==> src/decode_pkg.sv <==
`default_nettype none

package decode_pkg;

    // ========================================
    // Widths and opcodes
    // ========================================
    localparam int xlen = 32;
    localparam int reg_addr_width = 5;

    localparam logic [6:0] op_r      = 7'b0110011;
    localparam logic [6:0] op_load   = 7'b0000011;
    localparam logic [6:0] op_imm    = 7'b0010011;
    localparam logic [6:0] op_jalr   = 7'b1100111;
    localparam logic [6:0] op_lui    = 7'b0110111;
    localparam logic [6:0] op_auipc  = 7'b0010111;
    localparam logic [6:0] op_jal    = 7'b1101111;
    localparam logic [6:0] op_branch = 7'b1100011;
    localparam logic [6:0] op_store  = 7'b0100011;

    // Arithmetic funct3 codes.
    localparam logic [2:0] f3_add_sub = 3'b000;
    localparam logic [2:0] f3_sll     = 3'b001;
    localparam logic [2:0] f3_slt     = 3'b010;
    localparam logic [2:0] f3_sltu    = 3'b011;
    localparam logic [2:0] f3_xor     = 3'b100;
    localparam logic [2:0] f3_srl_sra = 3'b101;
    localparam logic [2:0] f3_or      = 3'b110;
    localparam logic [2:0] f3_and     = 3'b111;

    // Branch funct3 codes.
    localparam logic [2:0] f3_beq  = 3'b000;
    localparam logic [2:0] f3_bne  = 3'b001;
    localparam logic [2:0] f3_blt  = 3'b100;
    localparam logic [2:0] f3_bge  = 3'b101;
    localparam logic [2:0] f3_bltu = 3'b110;
    localparam logic [2:0] f3_bgeu = 3'b111;

    // ========================================
    // Select and ALU codes
    // ========================================
    typedef enum logic [3:0] {
        alu_add  = 4'd0,
        alu_sub  = 4'd1,
        alu_slt  = 4'd2,
        alu_sltu = 4'd3,
        alu_eq   = 4'd4,
        alu_xor  = 4'd5,
        alu_or   = 4'd6,
        alu_and  = 4'd7,
        alu_sll  = 4'd8,
        alu_srl  = 4'd9,
        alu_sra  = 4'd10
    } alu_op_t;

    typedef enum logic [1:0] {
        src_a_reg  = 2'd0,
        src_a_pc   = 2'd1,
        src_a_zero = 2'd2
    } src_a_t;

    typedef enum logic [0:0] {
        src_b_reg = 1'b0,
        src_b_imm = 1'b1
    } src_b_t;

    // ========================================
    // Instruction formats
    // ========================================
    typedef struct packed {
        logic [6:0] funct7;
        logic [4:0] rs2;
        logic [4:0] rs1;
        logic [2:0] funct3;
        logic [4:0] rd;
        logic [6:0] opcode;
    } r_fmt_t;

    typedef struct packed {
        logic [11:0] imm_11_0;
        logic [4:0]  rs1;
        logic [2:0]  funct3;
        logic [4:0]  rd;
        logic [6:0]  opcode;
    } i_fmt_t;

    typedef struct packed {
        logic [6:0] imm_11_5;
        logic [4:0] rs2;
        logic [4:0] rs1;
        logic [2:0] funct3;
        logic [4:0] imm_4_0;
        logic [6:0] opcode;
    } s_fmt_t;

    typedef struct packed {
        logic       imm_12;
        logic [5:0] imm_10_5;
        logic [4:0] rs2;
        logic [4:0] rs1;
        logic [2:0] funct3;
        logic [3:0] imm_4_1;
        logic       imm_11;
        logic [6:0] opcode;
    } b_fmt_t;

    typedef struct packed {
        logic [19:0] imm_31_12;
        logic [4:0]  rd;
        logic [6:0]  opcode;
    } u_fmt_t;

    typedef struct packed {
        logic       imm_20;
        logic [9:0] imm_10_1;
        logic       imm_11;
        logic [7:0] imm_19_12;
        logic [4:0] rd;
        logic [6:0] opcode;
    } j_fmt_t;

    typedef union packed {
        r_fmt_t r_fmt;
        i_fmt_t i_fmt;
        s_fmt_t s_fmt;
        b_fmt_t b_fmt;
        u_fmt_t u_fmt;
        j_fmt_t j_fmt;
    } inst_word_t;

endpackage

`default_nettype wire
==> src/decode_stage_if.sv <==
`timescale 1ns/1ps
`default_nettype none

interface decode_stage_if;

    logic                        valid;   // Output register holds a live item.
    decode_pkg::inst_word_t      inst;
    logic [decode_pkg::xlen-1:0] pc;
    logic                        advance; // Execute takes the held item.

    modport source (
        output valid,
        output inst,
        output pc,
        input  advance
    );

    modport sink (
        input valid,
        input inst,
        input pc
    );

endinterface

`default_nettype wire

==> src/decode_stage.sv <==
`timescale 1ns/1ps
`default_nettype none

module decode_stage (
    input  logic                                  clock,
    input  logic                                  reset,
    // ========================================
    // Fetch side
    // ========================================
    input  logic                                  valid_last,
    output logic                                  ready_last,
    input  logic [decode_pkg::xlen-1:0]           inst,
    input  logic [decode_pkg::xlen-1:0]           pc,
    input  logic                                  inst_clear,
    // ========================================
    // Write-back side
    // ========================================
    input  logic                                  reg_wen,
    input  logic [decode_pkg::reg_addr_width-1:0] rd,
    input  logic [decode_pkg::xlen-1:0]           rd_value,
    // ========================================
    // Execute side
    // ========================================
    output logic                                  valid_next,
    input  logic                                  ready_next,
    output logic [decode_pkg::xlen-1:0]           pc_next,
    output logic [decode_pkg::xlen-1:0]           rs1_value,
    output logic [decode_pkg::xlen-1:0]           rs2_value,
    output logic [decode_pkg::xlen-1:0]           imm,
    output decode_pkg::alu_op_t                   alu_op,
    output decode_pkg::src_a_t                    src_a_sel,
    output decode_pkg::src_b_t                    src_b_sel,
    output logic                                  mem_wen,
    output logic                                  mem_ren,
    output logic                                  reg_wen_next,
    output logic                                  branch,
    output logic                                  branch_invert,
    output logic                                  jump,
    output logic [decode_pkg::reg_addr_width-1:0] rd_next,
    output logic [2:0]                            funct3
);

    decode_stage_if stage ();

    assign stage.advance = stage.valid && ready_next;
    assign valid_next    = stage.valid;
    assign pc_next       = stage.pc;
    assign funct3        = stage.inst.r_fmt.funct3;

    inst_capture capture_i (
        .clock      (clock),
        .reset      (reset),
        .valid_last (valid_last),
        .ready_last (ready_last),
        .inst       (inst),
        .pc         (pc),
        .inst_clear (inst_clear),
        .stage      (stage.source)
    );

    imm_generator imm_i (
        .stage (stage.sink),
        .imm   (imm)
    );

    control_decoder control_i (
        .stage         (stage.sink),
        .alu_op        (alu_op),
        .src_a_sel     (src_a_sel),
        .src_b_sel     (src_b_sel),
        .mem_wen       (mem_wen),
        .mem_ren       (mem_ren),
        .reg_wen_next  (reg_wen_next),
        .branch        (branch),
        .branch_invert (branch_invert),
        .jump          (jump),
        .rd_next       (rd_next)
    );

    register_file regs_i (
        .clock  (clock),
        .reset  (reset),
        .wen    (reg_wen),
        .waddr  (rd),
        .raddr1 (stage.inst.r_fmt.rs1),
        .raddr2 (stage.inst.r_fmt.rs2),
        .wdata  (rd_value),
        .rdata1 (rs1_value),
        .rdata2 (rs2_value)
    );

endmodule

`default_nettype wire

==> src/register_file.sv <==
`timescale 1ns/1ps
`default_nettype none

module register_file (
    input  logic                                  clock,
    input  logic                                  reset,
    input  logic                                  wen,
    input  logic [decode_pkg::reg_addr_width-1:0] waddr,
    input  logic [decode_pkg::reg_addr_width-1:0] raddr1,
    input  logic [decode_pkg::reg_addr_width-1:0] raddr2,
    input  logic [decode_pkg::xlen-1:0]           wdata,
    output logic [decode_pkg::xlen-1:0]           rdata1,
    output logic [decode_pkg::xlen-1:0]           rdata2
);

    // Register 0 has no storage.
    logic [decode_pkg::xlen-1:0] regs [1:31];

    always_ff @(posedge clock) begin
        if (reset) begin
            for (int i = 1; i < 32; i++) begin
                regs[i] <= '0;
            end
        end else if (wen && waddr != '0) begin
            regs[waddr] <= wdata;
        end
    end

    // No bypass from the write port.
    assign rdata1 = (raddr1 == '0) ? '0 : regs[raddr1];
    assign rdata2 = (raddr2 == '0) ? '0 : regs[raddr2];

endmodule

`default_nettype wire

==> src/control_decoder.sv <==
`timescale 1ns/1ps
`default_nettype none

module control_decoder (
    decode_stage_if.sink                          stage,
    output decode_pkg::alu_op_t                   alu_op,
    output decode_pkg::src_a_t                    src_a_sel,
    output decode_pkg::src_b_t                    src_b_sel,
    output logic                                  mem_wen,
    output logic                                  mem_ren,
    output logic                                  reg_wen_next,
    output logic                                  branch,
    output logic                                  branch_invert,
    output logic                                  jump,
    output logic [decode_pkg::reg_addr_width-1:0] rd_next
);

    decode_pkg::inst_word_t word;

    // ALU op for register and immediate arithmetic.
    function automatic decode_pkg::alu_op_t arith_op(
        input logic [2:0] funct3,
        input logic       alt,
        input logic       allow_sub
    );
        case (funct3)
            decode_pkg::f3_add_sub: begin
                arith_op = (alt && allow_sub) ? decode_pkg::alu_sub : decode_pkg::alu_add;
            end
            decode_pkg::f3_sll:     arith_op = decode_pkg::alu_sll;
            decode_pkg::f3_slt:     arith_op = decode_pkg::alu_slt;
            decode_pkg::f3_sltu:    arith_op = decode_pkg::alu_sltu;
            decode_pkg::f3_xor:     arith_op = decode_pkg::alu_xor;
            decode_pkg::f3_srl_sra: begin
                arith_op = alt ? decode_pkg::alu_sra : decode_pkg::alu_srl;
            end
            decode_pkg::f3_or:      arith_op = decode_pkg::alu_or;
            default:                arith_op = decode_pkg::alu_and;
        endcase
    endfunction

    assign word    = stage.inst;
    assign rd_next = word.r_fmt.rd;

    always_comb begin
        alu_op        = decode_pkg::alu_add;
        src_a_sel     = decode_pkg::src_a_reg;
        src_b_sel     = decode_pkg::src_b_imm;
        mem_wen       = 1'b0;
        mem_ren       = 1'b0;
        reg_wen_next  = 1'b1;
        branch        = 1'b0;
        branch_invert = 1'b0;
        jump          = 1'b0;

        case (word.r_fmt.opcode)
            decode_pkg::op_r: begin
                src_b_sel = decode_pkg::src_b_reg;
                alu_op    = arith_op(word.r_fmt.funct3, word.r_fmt.funct7[5], 1'b1);
            end
            decode_pkg::op_imm: begin
                alu_op = arith_op(word.r_fmt.funct3, word.r_fmt.funct7[5], 1'b0);
            end
            decode_pkg::op_load: begin
                mem_ren = 1'b1;
            end
            decode_pkg::op_store: begin
                mem_wen      = 1'b1;
                reg_wen_next = 1'b0;
            end
            decode_pkg::op_branch: begin
                src_b_sel    = decode_pkg::src_b_reg;
                branch       = 1'b1;
                reg_wen_next = 1'b0;
                case (word.b_fmt.funct3)
                    decode_pkg::f3_beq:  alu_op = decode_pkg::alu_eq;
                    decode_pkg::f3_bne:  alu_op = decode_pkg::alu_eq;
                    decode_pkg::f3_blt:  alu_op = decode_pkg::alu_slt;
                    decode_pkg::f3_bge:  alu_op = decode_pkg::alu_slt;
                    decode_pkg::f3_bltu: alu_op = decode_pkg::alu_sltu;
                    decode_pkg::f3_bgeu: alu_op = decode_pkg::alu_sltu;
                    default:             alu_op = decode_pkg::alu_add;
                endcase
                // Taken on the false compare.
                branch_invert = (word.b_fmt.funct3 == decode_pkg::f3_bne) ||
                                (word.b_fmt.funct3 == decode_pkg::f3_bge) ||
                                (word.b_fmt.funct3 == decode_pkg::f3_bgeu);
            end
            decode_pkg::op_jal: begin
                src_a_sel = decode_pkg::src_a_pc;
                jump      = 1'b1;
            end
            decode_pkg::op_jalr: begin
                jump = 1'b1;
            end
            decode_pkg::op_lui: begin
                src_a_sel = decode_pkg::src_a_zero;
            end
            decode_pkg::op_auipc: begin
                src_a_sel = decode_pkg::src_a_pc;
            end
            default: begin
                reg_wen_next = 1'b0; // Unknown opcode writes nothing.
            end
        endcase
    end

endmodule

`default_nettype wire

==> src/imm_generator.sv <==
`timescale 1ns/1ps
`default_nettype none

module imm_generator (
    decode_stage_if.sink                stage,
    output logic [decode_pkg::xlen-1:0] imm
);

    decode_pkg::inst_word_t word;

    assign word = stage.inst;

    always_comb begin
        case (word.r_fmt.opcode)
            decode_pkg::op_load,
            decode_pkg::op_jalr: begin
                imm = {{20{word.i_fmt.imm_11_0[11]}}, word.i_fmt.imm_11_0};
            end
            decode_pkg::op_imm: begin
                if (word.i_fmt.funct3 == decode_pkg::f3_sll ||
                    word.i_fmt.funct3 == decode_pkg::f3_srl_sra) begin
                    imm = {27'd0, word.r_fmt.rs2}; // Shift amount.
                end else begin
                    imm = {{20{word.i_fmt.imm_11_0[11]}}, word.i_fmt.imm_11_0};
                end
            end
            decode_pkg::op_store: begin
                imm = {{20{word.s_fmt.imm_11_5[6]}}, word.s_fmt.imm_11_5,
                       word.s_fmt.imm_4_0};
            end
            decode_pkg::op_branch: begin
                imm = {{19{word.b_fmt.imm_12}}, word.b_fmt.imm_12, word.b_fmt.imm_11,
                       word.b_fmt.imm_10_5, word.b_fmt.imm_4_1, 1'b0};
            end
            decode_pkg::op_lui,
            decode_pkg::op_auipc: begin
                imm = {word.u_fmt.imm_31_12, 12'd0};
            end
            decode_pkg::op_jal: begin
                imm = {{11{word.j_fmt.imm_20}}, word.j_fmt.imm_20, word.j_fmt.imm_19_12,
                       word.j_fmt.imm_11, word.j_fmt.imm_10_1, 1'b0};
            end
            default: begin
                imm = '0;
            end
        endcase
    end

endmodule

`default_nettype wire

==> src/inst_capture.sv <==
`timescale 1ns/1ps
`default_nettype none

module inst_capture (
    input  logic                        clock,
    input  logic                        reset,
    input  logic                        valid_last,
    output logic                        ready_last,
    input  logic [decode_pkg::xlen-1:0] inst,
    input  logic [decode_pkg::xlen-1:0] pc,
    input  logic                        inst_clear,
    decode_stage_if.source              stage
);

    logic fire;
    logic flush_pending;
    logic kill;

    // Free when empty or when the held item leaves this cycle.
    assign ready_last = !stage.valid || stage.advance;
    assign fire       = valid_last && ready_last;
    assign kill       = inst_clear || flush_pending;

    // Remembers a flush seen while no instruction was accepted.
    always_ff @(posedge clock) begin
        if (reset) begin
            flush_pending <= 1'b0;
        end else if (fire) begin
            flush_pending <= 1'b0;
        end else if (inst_clear) begin
            flush_pending <= 1'b1;
        end
    end

    always_ff @(posedge clock) begin
        if (reset) begin
            stage.valid <= 1'b0;
        end else if (fire) begin
            stage.valid <= !kill; // A flushed item becomes a bubble.
        end else if (stage.advance) begin
            stage.valid <= 1'b0;
        end
    end

    always_ff @(posedge clock) begin
        if (fire) begin
            stage.inst <= inst;
            stage.pc   <= pc;
        end
    end

endmodule

`default_nettype wire

==> config.mk <==
export PLATFORM = sky130hd
export DESIGN_NAME = decode_stage
export DESIGN_NICKNAME = d
export VERILOG_FILES = /design/src/decode_pkg.sv /design/src/decode_stage_if.sv /design/src/decode_stage.sv /design/src/register_file.sv /design/src/control_decoder.sv /design/src/imm_generator.sv /design/src/inst_capture.sv
export SDC_FILE = /design/constraint.sdc
export NUM_CORES = 2
export LEC_CHECK = 0
export BUFFER_PORTS_ARGS = -buffer_cell sky130_fd_sc_hd__buf_4
export CORE_MARGIN = 2
export CORE_UTILIZATION = 35
export CTS_CLUSTER_DIAMETER = 200
export DETAILED_ROUTE_END_ITERATION = 8
export PLACE_DENSITY = 0.49
export SYNTH_ARGS = -nofsm -noshare
export SYNTH_HDL_FRONTEND = slang
export SYNTH_SLANG_ARGS = --single-unit
==> constraint.sdc <==
create_clock -name clock -period 3.45 [get_ports clock]
set_input_delay 0.5175 -clock clock [delete_from_list [all_inputs] [get_ports clock]]
set_output_delay 0.5175 -clock clock [all_outputs]
set_load 0.05 [all_outputs]
==> summary.txt <==
Logic synthesis
  • Post-synth cell types: 62
  • Cell taking the most area after synthesis: edfxtp_1
  • Synth Cell Area: 57,800 um2
  • Synth area leaders: edfxtp_1 57%, mux4_2 17%, and2_1 11%, mux2i_1 4.4%, clkbuf_1 1.6%
  • Ys flop type: edfxtp_1
  • Post-synth top area share: 56.52%
  • Top post-synthesis cells by count: 1,088 x edfxtp_1, 1,003 x and2_1, 444 x mux4_2, 256 x mux2i_1, 245 x clkbuf_1
  • Sequential fraction of the synthesis area: 56.94%
  • Yosys warnings: 0
  • Synthesis-stage register bit count: 1,100
  • FFs w/ async S/R, synth: 0%
  • Syn Inst Count: 3,769
  • Number of flops mapped to enable cells by yosys: 1,088
  • Most frequent cell after synthesis: edfxtp_1
  • Syn Area/Cell: 15.34 um2

GRT
  • Vias in the first global route: 37.85k
  • Largest net degree at the start of global routing: 77
  • First-pass GRT wire length: 306,100 um
  • Gr usage total: 26.00%
  • GRT overflow: 0
  • Initial antenna violation count: 14

Worst setup path
  • Crit path largest cell delay: 0.54 ns
  • Max Fanout on Critical Path: 8
  • FF-to-FF path depth: 3
  • Largest delay share family, worst path: multiplexers
  • Critical path, cell by cell: buf_12 -> buf_12 -> buf_16 -> mux4_2 -> mux2i_4 -> a221o_1 -> a31oi_4 -> buf_6
  • Cell mode on critical path: buf_12
  • Flop-to-flop setup slack: 1.59 ns
  • CP endpoint: rs1_value[21]
  • Worst path buffer plus inverter count: 4
  • Reg-to-reg startpoint: capture_i.stage.valid$_SDFFE_PP0P_
  • Critical Path AT: 3.05 ns
  • Critical path capture point type: output port
  • Crit path depth: 8
  • Startpoint Class: flip-flop
  • Worst EP required: 2.93 ns
  • Crit path kind: reg -> out
  • Crit-path slowest cell: mux4_2

STA
  • Final Skew: 0.02117 ns
  • Fin crit share: 103.3%
  • Final setup viols: 43
  • Fmax: 0.2805 GHz
  • Pins Over Slew Limit: 0
  • Slew @ Worst Pin: 0.9971 ns
  • Final Worst Setup Slack: -0.1146 ns
  • Slew margin rel.: 33.53%
  • Fin crit period: 3.565 ns
  • RSZ-0062 raised after global routing: yes
  • Setup TNS: -2.432 ns
  • Final Hold Viols: 0
  • Hold WS: 0.04385 ns

Die
  • # rows: 149
  • Die X: 410.4 um
  • Starting Density: 35.15%
  • # IOs: 258
  • Die ar.: 168,400 um2
  • Die Y: 410.4 um
  • Core Area: 164,400 um2

Power and ir drop
  • Leak: 25.74 nW
  • PD cells: 511.0 nW/um2
  • Overall power: 36.99 mW
  • Worst vdd ir: 0.4458 mV

Route
  • Drt initial violations: 4,264
  • Remaining DRCs: 0
  • Pre-Repair DR Iteration Count: 7
  • Wire length per cell: 34.44 um
  • Vias per inst: 5.732
  • Post-DRT Antenna Nets: 0
  • Via count: 37.36k
  • Final WL: 224,500 um

Clocking
  • TritonCTS clock tree: done
  • H-tree depth: 3
  • Max clock buf depth: 3
  • Total clock buffers created by CTS: 121
  • CTS clk-pin slew, worst paths: 0.06 ns
  • Worst skew pair latency: 0.76 ns
  • CTS sink cnt: 1,100
  • CTS Root Cell: clkbuf_16

Finish
  • Fraction of layout cells with a size suffix above 1: 36.64%
  • Design Area, Final: 72,380 um2
  • FILL cells: 14.51k
  • Layout area overhead: 25.22%
  • Nets: 4,320

Placement
  • GP Congestion: 0.8381
  • Area after DPL: 63,270 um2
  • PortBufs: 257
  • DP HPWL: 128,800 um

Run status
  • Failing checks: setup timing
  • Run status: complete, but fails checks

Flow run
  • Max-cap violations: 0

Worst hold path
  • Hold Path Class: in -> reg
[state kept, by name (all words and copies together), names as in the netlist, named ones only]
| name | cells |
|---|---|
| regs_i.regs | 1024 |
| capture_i.flush_pending | 1 |
| capture_i.stage.valid | 1 |
| capture_i.stage.inst | 32 |
| capture_i.stage.pc | 32 |
[placed cells by master (no fill, tap or decap), drive strengths merged, types with 64 or more instances in the layout]
master and n:
mux2i 256, a22oi 65, and2 1005, a31oi 65, nand2 103, buf 616
clkinv 65, dlygate4sd3 65, edfxtp 1088, a221o 64, clkbuf 156, mux4 448
[layout make-up]
type,count,area (um2),share of cell area [%]
clock inverters,86,804.5,1.112
clock buffers,144,3198,4.419
multi-input cells,2287,24500,33.85
inverters,6,30.03,0.04149
flip-flops and latches,1100,32940,45.51
repair buffers,697,8144,11.25
well taps,2189,2739,3.784
diodes,8,20.02,0.02766
[worst min-delay path by stage]
stage                                         start                                   end  slack [ns]  cells past startpoint
6_report                                 inst_clear    capture_i.stage.valid$_SDFFE_PP0P_        0.04                      4
5_1_grt                                  inst_clear    capture_i.stage.valid$_SDFFE_PP0P_        0.07                      4
3_5_place_dp   capture_i.flush_pending$_SDFFE_PP0P_    capture_i.stage.valid$_SDFFE_PP0P_        0.50                      3
3_3_place_gp   capture_i.flush_pending$_SDFFE_PP0P_  capture_i.flush_pending$_SDFFE_PP0P_        0.49                      2
2_1_floorplan  capture_i.flush_pending$_SDFFE_PP0P_  capture_i.flush_pending$_SDFFE_PP0P_        0.47                      2
4_1_cts                                  inst_clear    capture_i.stage.valid$_SDFFE_PP0P_       0.003                      4
[cells by family after synthesis]
logic type,after synthesis,synth area share [%]
simple gates,1221,12.67
flops,1100,56.94
mux,713,22.09
buf+inv,413,3.927
compound gates,321,4.371
other cells,1,0.006488
[metrics by stage]
| stage | setup WS (ns) | utilization [%] | std cells |
|---|---|---|---|
| after floorplan | 0.08119 | - | 3800 |
| after global placement | 0.3195 | 38.48 | 6057 |
| after detailed placement | 0.3469 | 38.48 | 6057 |
| after CTS | -0.1432 | 43.34 | 6465 |
| after global routing | -0.1468 | 44.01 | 6512 |
| final | -0.1146 | 44.02 | 6517 |
[timing repair]
item	CTS	global route
hold endpoints to repair	69	0
pin swaps	66	51
buffers inserted	87	38
gates cloned	26	12
hold buffers	65	0
setup endpoints to repair	75	60
gates resized for setup	351	115
[routing by layer]
metal / GRT usage [%] / vias to the layer above / part of all wire (%)
li1: - / 15478 / -
met4: 8.107 / 4 / 3.2
met5: 0 / - / 0.0089
met2: 42.61 / 1547 / 48
met3: 3.989 / 334 / 6.9
met1: 35.52 / 19993 / 42
[where the power goes]
group / switching (mW) / internal, mW / leakage, nW
clock: 5.69 / 7.63 / 1.98
sequential: 0.426 / 15.4 / 10.5
combinational: 4.46 / 3.33 / 13.3
total: 10.6 / 26.4 / 25.7
[worst reg2reg max path, cell delays in order, from the launching register on]
cell and delay [ns]:
dfxtp_1 0.31, nand2b_1 0.10, and2_4 0.82, mux2_2 0.51
Note: power is estimated with default switching activity, not from simulation.
